<file path="src/design/fft_pkg.sv">
package fft_pkg;

  // Q8.8 real component
  localparam int sample_width = 16;
  localparam int frac_bits = 8;

  localparam int n_points = 8;
  localparam int log_n = 3;

  // one step of the constant-geometry pass
  typedef logic [1:0] stage_t;

  typedef struct packed {
    logic signed [sample_width-1:0] re;
    logic signed [sample_width-1:0] im;
  } cplx_t;

  // element 0 sits in the low bits
  typedef logic signed [n_points-1:0][sample_width-1:0] real_frame_t;

  typedef cplx_t [n_points-1:0] cplx_frame_t;

  // one factor per butterfly
  typedef cplx_t [n_points/2-1:0] twiddle_set_t;

  typedef enum logic [1:0] {
    idle,
    comp,
    done
  } core_state_t;

endpackage

</file>
<file path="src/design/butterfly_bank.sv">
`timescale 1ns/1ps

module butterfly_bank (
  input  fft_pkg::cplx_frame_t  data,
  input  fft_pkg::twiddle_set_t twiddles,
  output fft_pkg::cplx_frame_t  result
);

  import fft_pkg::*;

  // full-width product, shifted back to Q8.8 and truncated
  function automatic logic signed [sample_width-1:0] fx_mul(
    input logic signed [sample_width-1:0] a,
    input logic signed [sample_width-1:0] b
  );
    logic signed [2*sample_width-1:0] p;
    p = a * b;
    p = p >>> frac_bits;
    return p[sample_width-1:0];
  endfunction

  always_comb begin : bank
    cplx_t top;
    cplx_t bot;
    cplx_t w;
    cplx_t bw;
    for (int k = 0; k < n_points / 2; k++) begin
      top = data[2*k];
      bot = data[2*k+1];
      w   = twiddles[k];

      // twiddle only the lower input of the pair
      bw.re = fx_mul(bot.re, w.re) - fx_mul(bot.im, w.im);
      bw.im = fx_mul(bot.re, w.im) + fx_mul(bot.im, w.re);

      result[2*k].re   = top.re + bw.re;
      result[2*k].im   = top.im + bw.im;
      result[2*k+1].re = top.re - bw.re;
      result[2*k+1].im = top.im - bw.im;
    end
  end

endmodule

</file>
<file path="src/design/pease_fft.sv">
`timescale 1ns/1ps

module pease_fft (
  input  logic                                    clk,
  input  logic                                    reset,
  input  logic signed [fft_pkg::sample_width-1:0] recv_msg,
  input  logic                                    recv_val,
  output logic                                    recv_rdy,
  output fft_pkg::cplx_t                          send_msg,
  output logic                                    send_val,
  input  logic                                    send_rdy
);

  import fft_pkg::*;

  real_frame_t frame_msg;
  logic        frame_val;
  logic        frame_rdy;
  cplx_frame_t result_msg;
  logic        result_val;
  logic        result_rdy;

  sample_deserializer i_sample_deserializer (
    .clk      (clk),
    .reset    (reset),
    .recv_msg (recv_msg),
    .recv_val (recv_val),
    .recv_rdy (recv_rdy),
    .frame_msg(frame_msg),
    .frame_val(frame_val),
    .frame_rdy(frame_rdy)
  );

  pease_fft_core i_pease_fft_core (
    .clk       (clk),
    .reset     (reset),
    .frame_msg (frame_msg),
    .frame_val (frame_val),
    .frame_rdy (frame_rdy),
    .result_msg(result_msg),
    .result_val(result_val),
    .result_rdy(result_rdy)
  );

  sample_serializer i_sample_serializer (
    .clk       (clk),
    .reset     (reset),
    .result_msg(result_msg),
    .result_val(result_val),
    .result_rdy(result_rdy),
    .send_msg  (send_msg),
    .send_val  (send_val),
    .send_rdy  (send_rdy)
  );

endmodule

</file>
<file path="src/design/pease_fft_core.sv">
`timescale 1ns/1ps

module pease_fft_core (
  input  logic                 clk,
  input  logic                 reset,
  input  fft_pkg::real_frame_t frame_msg,
  input  logic                 frame_val,
  output logic                 frame_rdy,
  output fft_pkg::cplx_frame_t result_msg,
  output logic                 result_val,
  input  logic                 result_rdy
);

  import fft_pkg::*;

  core_state_t  state;
  core_state_t  state_next;
  stage_t       stage;
  cplx_frame_t  stage_q;
  cplx_frame_t  loaded;
  cplx_frame_t  bfly_out;
  cplx_frame_t  shuffled;
  twiddle_set_t twiddles;
  logic         take_frame;
  logic         take_result;
  logic         last_stage;

  function automatic logic [log_n-1:0] bit_rev(input logic [log_n-1:0] idx);
    logic [log_n-1:0] r;
    for (int b = 0; b < log_n; b++) begin
      r[b] = idx[log_n-1-b];
    end
    return r;
  endfunction

  twiddle_rom i_twiddle_rom (
    .stage   (stage),
    .twiddles(twiddles)
  );

  butterfly_bank i_butterfly_bank (
    .data    (stage_q),
    .twiddles(twiddles),
    .result  (bfly_out)
  );

  // one frame at a time, a new one may enter as the result leaves
  assign frame_rdy   = (state == idle) || ((state == done) && result_rdy);
  assign result_val  = (state == done);
  assign result_msg  = stage_q;
  assign take_frame  = frame_val && frame_rdy;
  assign take_result = result_val && result_rdy;
  assign last_stage  = (stage == stage_t'(log_n - 1));

  // bit-reversed load, real input only
  always_comb begin
    for (int i = 0; i < n_points; i++) begin
      loaded[i].re = frame_msg[bit_rev(log_n'(i))];
      loaded[i].im = '0;
    end
  end

  // perfect shuffle of the butterfly outputs
  always_comb begin
    for (int j = 0; j < n_points; j++) begin
      shuffled[(j / 2) + (n_points / 2) * (j % 2)] = bfly_out[j];
    end
  end

  always_comb begin
    state_next = state;
    case (state)
      idle: begin
        if (take_frame) begin
          state_next = comp;
        end
      end
      comp: begin
        if (last_stage) begin
          state_next = done;
        end
      end
      done: begin
        if (take_result) begin
          state_next = take_frame ? comp : idle;
        end
      end
      default: state_next = idle;
    endcase
  end

  always_ff @(posedge clk) begin
    if (reset) begin
      state <= idle;
      stage <= '0;
    end else begin
      state <= state_next;
      if (state == comp && !last_stage) begin
        stage <= stage + 2'd1;
      end else begin
        stage <= '0;
      end
    end
  end

  always_ff @(posedge clk) begin
    if (take_frame) begin
      stage_q <= loaded;
    end else if (state == comp) begin
      stage_q <= shuffled;
    end
  end

endmodule

</file>
<file path="src/design/sample_deserializer.sv">
`timescale 1ns/1ps

module sample_deserializer (
  input  logic                                   clk,
  input  logic                                   reset,
  input  logic signed [fft_pkg::sample_width-1:0] recv_msg,
  input  logic                                   recv_val,
  output logic                                   recv_rdy,
  output fft_pkg::real_frame_t                   frame_msg,
  output logic                                   frame_val,
  input  logic                                   frame_rdy
);

  import fft_pkg::*;

  logic [2:0] count;
  logic       full;
  logic       take_word;

  // no input while a finished frame waits
  assign recv_rdy  = !full;
  assign frame_val = full;
  assign take_word = recv_val && recv_rdy;

  always_ff @(posedge clk) begin
    if (reset) begin
      count <= '0;
      full  <= 1'b0;
    end else begin
      if (take_word) begin
        count <= count + 3'd1;
        // eighth word closes the frame
        if (count == 3'(n_points - 1)) begin
          full <= 1'b1;
        end
      end else if (full && frame_rdy) begin
        full <= 1'b0;
      end
    end
  end

  always_ff @(posedge clk) begin
    if (take_word) begin
      frame_msg[count] <= recv_msg;
    end
  end

endmodule

</file>
<file path="src/design/sample_serializer.sv">
`timescale 1ns/1ps

module sample_serializer (
  input  logic                 clk,
  input  logic                 reset,
  input  fft_pkg::cplx_frame_t result_msg,
  input  logic                 result_val,
  output logic                 result_rdy,
  output fft_pkg::cplx_t       send_msg,
  output logic                 send_val,
  input  logic                 send_rdy
);

  import fft_pkg::*;

  cplx_frame_t frame_q;
  logic [2:0]  bin;
  logic        busy;
  logic        take_result;
  logic        take_beat;

  assign result_rdy  = !busy;
  assign send_val    = busy;
  assign send_msg    = frame_q[bin];
  assign take_result = result_val && result_rdy;
  assign take_beat   = send_val && send_rdy;

  always_ff @(posedge clk) begin
    if (reset) begin
      busy <= 1'b0;
      bin  <= '0;
    end else begin
      if (take_result) begin
        busy <= 1'b1;
        bin  <= '0;
      end else if (take_beat) begin
        bin <= bin + 3'd1;
        // free again once the last bin leaves
        if (bin == 3'(n_points - 1)) begin
          busy <= 1'b0;
        end
      end
    end
  end

  always_ff @(posedge clk) begin
    if (take_result) begin
      frame_q <= result_msg;
    end
  end

endmodule

</file>
<file path="src/design/twiddle_rom.sv">
`timescale 1ns/1ps

module twiddle_rom (
  input  fft_pkg::stage_t       stage,
  output fft_pkg::twiddle_set_t twiddles
);

  import fft_pkg::*;

  // e^(-2*pi*i*m/8) in Q8.8, cos and -sin rounded
  function automatic cplx_t root(input logic [2:0] m);
    cplx_t w;
    case (m)
      3'd0: begin w.re = 16'sd256;  w.im = 16'sd0;    end
      3'd1: begin w.re = 16'sd181;  w.im = -16'sd181; end
      3'd2: begin w.re = 16'sd0;    w.im = -16'sd256; end
      3'd3: begin w.re = -16'sd181; w.im = -16'sd181; end
      3'd4: begin w.re = -16'sd256; w.im = 16'sd0;    end
      3'd5: begin w.re = -16'sd181; w.im = 16'sd181;  end
      3'd6: begin w.re = 16'sd0;    w.im = 16'sd256;  end
      default: begin
        w.re = 16'sd181;
        w.im = 16'sd181;
      end
    endcase
    return w;
  endfunction

  always_comb begin : select
    logic [1:0] mask;
    logic [1:0] k_bits;
    logic [2:0] m;
    // stage s keeps only the top s bits of the butterfly index
    mask = 2'(2'b11 << (2'(log_n - 1) - stage));
    for (int k = 0; k < n_points / 2; k++) begin
      k_bits = 2'(k);
      m = {1'b0, k_bits & mask};
      twiddles[k] = root(m);
    end
  end

endmodule

</file>
<file path="config.mk">
export PLATFORM = sky130hd
export DESIGN_NAME = pease_fft
export DESIGN_NICKNAME = d
export VERILOG_FILES = /design/src/design/fft_pkg.sv /design/src/design/butterfly_bank.sv /design/src/design/pease_fft.sv /design/src/design/pease_fft_core.sv /design/src/design/sample_deserializer.sv /design/src/design/sample_serializer.sv /design/src/design/twiddle_rom.sv
export SDC_FILE = /design/constraint.sdc
export NUM_CORES = 2
export LEC_CHECK = 0
export ABC_AREA = 1
export BUFFER_PORTS_ARGS = -buffer_cell sky130_fd_sc_hd__buf_2
export CAP_MARGIN = 20
export CORE_MARGIN = 5
export CORE_UTILIZATION = 44
export DETAILED_ROUTE_END_ITERATION = 10
export GPL_ROUTABILITY_DRIVEN = 0
export SLEW_MARGIN = 20
export SYNTH_ARGS = -nofsm -noshare
export SYNTH_HDL_FRONTEND = slang
export SYNTH_SLANG_ARGS = --single-unit
</file>
<file path="constraint.sdc">
create_clock -name clk -period 19.4 [get_ports clk]
set_clock_uncertainty 0.1 [all_clocks]
set_input_delay 2.91 -clock clk [delete_from_list [all_inputs] [get_ports clk]]
set_output_delay 2.91 -clock clk [all_outputs]
set_load 0.01 [all_outputs]
</file>
# Word-level counts from Yosys, hierarchy flattened
# Index checks and enable logic that the tools add are counted.
# W data, S select, Z words.
dict set report word_totals {
  regBits 652
  inputBits 20
  output_inout_bits 34
}
dict set report op_classes {
  addsub 26
  n_mul 12
  order_cmp 3
  eq_ne 12
  shifts 1
  mux 21
  n_bitwise 1
  n_reduce_logical 23
}
# op n
set op_table {}
lappend op_table {{$mux W256} 2}
lappend op_table {{$mul A16 B16 Y24} 12}
lappend op_table {{$add A16 B16 Y16} 11}
lappend op_table {{$sub A16 B16 Y16} 11}
lappend op_table {{$bwmux W128} 1}
lappend op_table {{$pmux W32 S2} 2}
lappend op_table {{$pmux W32 S4} 1}
lappend op_table {{$bmux W32 S3} 1}
lappend op_table {{$demux W16 S3} 1}
lappend op_table {{$mux W32} 1}
lappend op_table {{$mux W16} 1}
lappend op_table {{$eq A2 B2 Y1 const B} 4}
lappend op_table {{$logic_not A2 Y1} 4}
lappend op_table {{$lt A3 B4 Y1 const B} 2}
lappend op_table {{$reduce_bool A2 Y1} 4}
lappend op_table {{$mux W1} 7}
lappend op_table {{$add A3 B1 Y3 const B} 2}
lappend op_table {{$eq A3 B3 Y1 const B} 2}
lappend op_table {{$logic_and A1 B1 Y1} 6}
lappend op_table {{$mux W2} 3}
lappend op_table {{$pmux W2 S3} 1}
lappend op_table {{$eq A2 B1 Y1 const B} 2}
lappend op_table {{$ne A2 B1 Y1 const B} 2}
lappend op_table {{$ne A2 B2 Y1 const B} 2}
lappend op_table {{10 further kinds} 14}

# Longest topological paths before layout
dict set report logic_depth {
  depth_word 9
  depth_mapped 55
  depth_no_buf 52
}

# Cells and area by module
# Synthesis repeated with hierarchy kept, for this count alone.
dict set report hier_totals {
  cells_unflattened 22029
  hier_area_um2 168874.5
}
# mod n_inst cells_each area_per_inst_um2 seq_area_each_um2
set modules_own_cells {}
lappend modules_own_cells {butterfly_bank 1 19186 141233.0 0.0}
lappend modules_own_cells {pease_fft_core 1 1406 11280.8 6486.2}
lappend modules_own_cells {sample_serializer 1 1131 11260.8 7767.4}
lappend modules_own_cells {sample_deserializer 1 172 4112.7 3923.8}
lappend modules_own_cells {twiddle_rom 1 134 987.2 0.0}

# Least setup slack after synthesis
# Ideal clock, no wire load.
dict set report synth_path {
  path_type {register to register}
  from {register i_sample_serializer.busy (netlist: i_sample_serializer.send_val)}
  to {register i_sample_serializer.bin[0]}
  setup_ps 149
  t_arrival_ps 19132
  required_time_ps 19151
  slack_ps 18
  stages_incl_launch_ff 4
  n_path_buf 0
  synth_period_minus_slack_ps 19382
  path_cell_list {dfxtp_1 -> nor3_1 -> or2_2 -> a21oi_1}
}
dict set report synth_between {
  elab_chain_len 3
  elab_cells_between_ends 4
  cone_classes {reduce/logical (4)}
}
# element line
set synth_lines {}
lappend synth_lines {{from (decl)} sample_serializer.sv:18} ;# logic busy;
lappend synth_lines {{from (signal assigned)} sample_serializer.sv:30} ;# busy <= 1'b0;
lappend synth_lines {{from (signal assigned)} sample_serializer.sv:34} ;# busy <= 1'b1;
lappend synth_lines {{from (signal assigned)} sample_serializer.sv:40} ;# busy <= 1'b0;
lappend synth_lines {{$logic_not A1 Y1} sample_serializer.sv:22} ;# assign result_rdy = !busy;
lappend synth_lines {{$logic_and A1 B1 Y1} n/a}
lappend synth_lines {{named net i_pease_fft_core.take_result} pease_fft_core.sv:25} ;# logic take_result;
lappend synth_lines {{$reduce_or A2 Y1 (no source line)} n/a}
lappend synth_lines {{to (signal assigned)} sample_serializer.sv:37} ;# bin <= bin + 3'd1;
lappend synth_lines {{to (decl)} sample_serializer.sv:17} ;# logic [2:0] bin;
# The timed path passes the listed nets, and every way through them passes these cells.
# A chain may end at the register's enable or synchronous reset.

# Final worst setup path
dict set report layout_path {
  from {register i_pease_fft_core.stage[0]}
  to {register i_pease_fft_core.stage_q, in the netlist i_pease_fft_core.result_msg[190] (data pin)}
}
dict set report layout_between {
  elab_chain_len 9
  elab_cells_between_ends 10
  cone_classes {add/sub (3); mul (2); shift (1); mux (3); reduce/logical (1)}
}
# element line
set layout_lines {}
lappend layout_lines {{from (decl)} pease_fft_core.sv:18} ;# stage_t stage;
lappend layout_lines {{from (signal assigned)} pease_fft_core.sv:99} ;# stage <= stage + 2'd1;
lappend layout_lines {{$sub A2 B2 Y2 (*)} twiddle_rom.sv:34} ;# mask = 2'(2'b11 << (2'(log_n - 1) - stage));
lappend layout_lines {{$shl A2 B2 Y2 (*)} twiddle_rom.sv:34}
lappend layout_lines {{$logic_not A2 Y1} twiddle_rom.sv:13} ;# case (m)
lappend layout_lines {{$pmux W32 S2 (*)} twiddle_rom.sv:13}
lappend layout_lines {{$mul A16 B16 Y24} butterfly_bank.sv:17} ;# p = a * b;
lappend layout_lines {{$sub A16 B16 Y16 (*)} butterfly_bank.sv:33} ;# bw.re = fx_mul(bot.re, w.re) - fx_mul(bot.im, w.im);
lappend layout_lines {{$sub A16 B16 Y16 (*)} butterfly_bank.sv:38} ;# result[2*k+1].re = top.re - bw.re;
lappend layout_lines {{$mux W256 (*)} pease_fft_core.sv:109} ;# end else if (state == comp) begin
lappend layout_lines {{$mux W256 (*)} pease_fft_core.sv:107} ;# if (take_frame) begin
lappend layout_lines {{to (signal assigned)} pease_fft_core.sv:108} ;# stage_q <= loaded;
lappend layout_lines {{to (signal assigned)} pease_fft_core.sv:110} ;# stage_q <= shuffled;
lappend layout_lines {{to (decl)} pease_fft_core.sv:19} ;# cplx_frame_t stage_q;
# Every way passes the cells marked *; elsewhere a longest branch is shown, timed or not. The select of a mux whose other input is x is not followed.

==> flow_metrics.tcl <==
set metrics [dict create \
    vias_per_cell 5.26 \
    crit_fanout 68 \
    synth.area.mux_share_pct 0 \
    crit_type "reg -> reg" \
    max_freq_ghz 0.0913 \
    synthAdderAreaFrac_pct 42.2 \
    vdd_ir_drop_max_mv 0.0692 \
    dr_wl_met3_um 14800 \
    timing.critical_path.buf_inv 10 \
    clockBufferDepth 3 \
    root_buffer "clkbuf_16" \
    synth_top_family_by_area "adder cells" \
    die_area_um2 201000 \
    insertion_delay_ps 700 \
    power_density_nw_per_um2 58.2 \
    top_layer_used "met4" \
    synth_edf_count 508 \
    cp.arrival_ps 11240 \
    seq_area_um2 18000 \
    synth_nets 11900 \
    syn-mean-instance-area_um2 8.72 \
    synth.area.top_cells "fa_1 24%, edfxtp_1 18%, ha_1 18%" \
    finish.utilization_pct 47.3 \
    post_drt_wl_per_cell_um 20.1 \
    areaGrowthSynthToFinish_pct 6.90 \
    status "complete, no violations" \
    synth_compound_area_share_pct 9.66 \
    clock_sinks 644 \
    totalWireLength_um 245000 \
    synthFlopType "edfxtp_1" \
    grt_pass1_wl_um 382000 \
    critPathCaptureType "register" \
    fin_crit_ps 10950 \
    fp-row-count 160 \
    timing.hold.ws_ps 364 \
    grt_usage_pct 24.6 \
    grt_pass1_vias 65800 \
    grt-ovfl-total 0 \
    dr.pass1.iters 7 \
    tns_ps 0 \
    cellLeakagePower_nw 47.0 \
    placed_area_um2 87400 \
    setup_viol 0 \
    drv_slew 0 \
    initialDrtViolationCount 4590 \
    numPortBuffers 53 \
    multi_input_area_um2 56800 \
    routed-via-count 64300 \
    rsz0062_at_grt "no" \
    h-tree-depth 3 \
    cp_top_family "adder cells" \
    hold_path.class "reg -> reg" \
    coreArea_um2 190000 \
    final_nets 11900 \
    cts_tree "done" \
    path_clk_slew_ps 60 \
    cpMostUsedCell "inv_1" \
    synth_cell_types 62 \
    hold_viol_final 0 \
    worstMarginPinSlew_ps 1160 \
    yosysSeqAreaShare_pct 21.3 \
    synth.cell_area_um2 84300 \
    design_area_um2 90100 \
    synthXorXnorAreaFrac_pct 3.57 \
    wl_met2_um 115000 \
    die_w_um 448 \
    ys_ff_latch 644 \
    grt_max_degree 136 \
    drc_errors 0 \
    worstPathRequired_ps 19690 \
    drv_cap 0 \
    fin_crit_sh_pct 56.4 \
    postCtsHoldBufs 0 \
    wl_met1_um 107000 \
    io_pins 54 \
    initial_core_util_pct 44.3 \
    layout.cells.most_common "inv_1" \
    synth_warnings 0 \
    dp_hpwl_um 201000 \
    ant_nets 0 \
    critPathLaunchType "register" \
    fill_cells 18100 \
    async_reset_ff_share_pct 0 \
    yosysTopAreaCell "fa_1" \
    max_stage_delay_ps 820 \
    yosysTopAreaCellShare_pct 24.4 \
    die_h_um 448 \
    final_cell_mix "2338 x inv_1, 1382 x nand2_1, 1194 x ha_1, 1029 x fa_1, 630 x nor2_1" \
    cts_resized 0 \
    crit_slowest_cell "buf_4" \
    antenna_found_initial 4 \
    cts_setup_buffers 0 \
    syn_inst 9668 \
    slew_headroom_pct 22.6 \
    drive_above_1_share_pct 3.23 \
    synth-simple-area-share_pct 11.9 \
    cts_buffers 74 \
]
-- synth_stat cells (21+ instances only) --
master	n
edfxtp_1	508
fa_1	1029
a31oi_1	67
nor2_1	633
nand2_1	1382
or2_2	46
xnor2_1	100
clkbuf_1	148
a32o_1	36
o211ai_1	21
a21oi_1	556
o21bai_1	58
nand4_1	32
a21o_1	36
dfxtp_1	136
nor3_1	62
xor2_1	244
inv_1	2341
nand3_1	254
o22ai_1	52
o21ai_0	511
ha_1	1196
-- cell type report --
cell class	instances	share of cell area (%)
multi-input cells	6482	63.0
flip-flops and latches	644	19.9
inverters	2354	9.82
well taps	2511	3.49
clock buffers	85	2.14
clock inverters	52	0.819
repair buffers	102	0.752
diodes	1	0.00278
-- registers in the layout (all words and copies together) (netlist names) --
name                             cells
i_pease_fft_core.result_msg        252
i_sample_serializer.bin              3
i_sample_deserializer.frame_msg    128
i_sample_deserializer.frame_val      1
i_sample_serializer.frame_q        252
i_pease_fft_core.state               2
i_sample_serializer.send_val         1
i_sample_deserializer.count          3
i_pease_fft_core.stage               2
-- layer usage --
| layer | global-route usage [%] | up-vias |
|---|---|---|
| met3 | 3.05 | 328 |
| met4 | 6.77 | 0 |
| li1 | - | 30500 |
| met1 | 33.8 | 31600 |
| met2 | 41.3 | 1977 |
| met5 | 0 | - |
-- stage by stage --
stage                     worst slack (ps)  total power, mW  instances
final                                 8450             5.24      12200
after global routing                  7700             5.55      12200
after CTS                             8600             5.23      12200
after detailed placement              8660             3.69      12100
after global placement                8740             3.66      12100
after floorplan                       18.4             3.07       9668
-- path summary, 6_finish.rpt --
path | from | end | slack (ps) | cells after the start
setup / recovery | i_pease_fft_core.stage[0] | i_pease_fft_core.result_msg[190] | 8450 | 42
hold reg to reg | i_pease_fft_core.stage[0] | i_pease_fft_core.stage[0] | 360 | 1
setup reg to reg | i_pease_fft_core.stage[0] | i_pease_fft_core.result_msg[190] | 8450 | 42
hold / removal | i_pease_fft_core.stage[0] | i_pease_fft_core.stage[0] | 360 | 1
-- cells by family (layout without fill, tap and decap cells) --
| family | count (synthesis) | after routing |
|---|---|---|
| other | 0 | 1 |
| adders and majority gates | 2225 | 2225 |
| buffers and inverters | 2542 | 2593 |
| DFF | 644 | 644 |
| xor gates and xnor gates | 344 | 344 |
| and+or+nand+nor | 2465 | 2465 |
| AOI/OAI and AO/OA | 1448 | 1448 |
-- worst register-to-register path: cells and delay by family, from the launching register on --
family | cells | cell delay, ps
AO/OA/AOI/OAI | 10 | 2190
XOR/XNOR | 2 | 450
adder cells (fa/ha/maj) | 10 | 4050
buffers and inverters | 10 | 1680
flip-flops | 1 | 320
AND/OR/NAND/NOR | 10 | 1900
-- report_power, final --
part / switching (mW) / internal (mW)
logic: 1.25 / 0.615
registers: 0.205 / 1.63
clock network: 0.638 / 0.904
No activity file was read; power rests on OpenSTA's default activity.
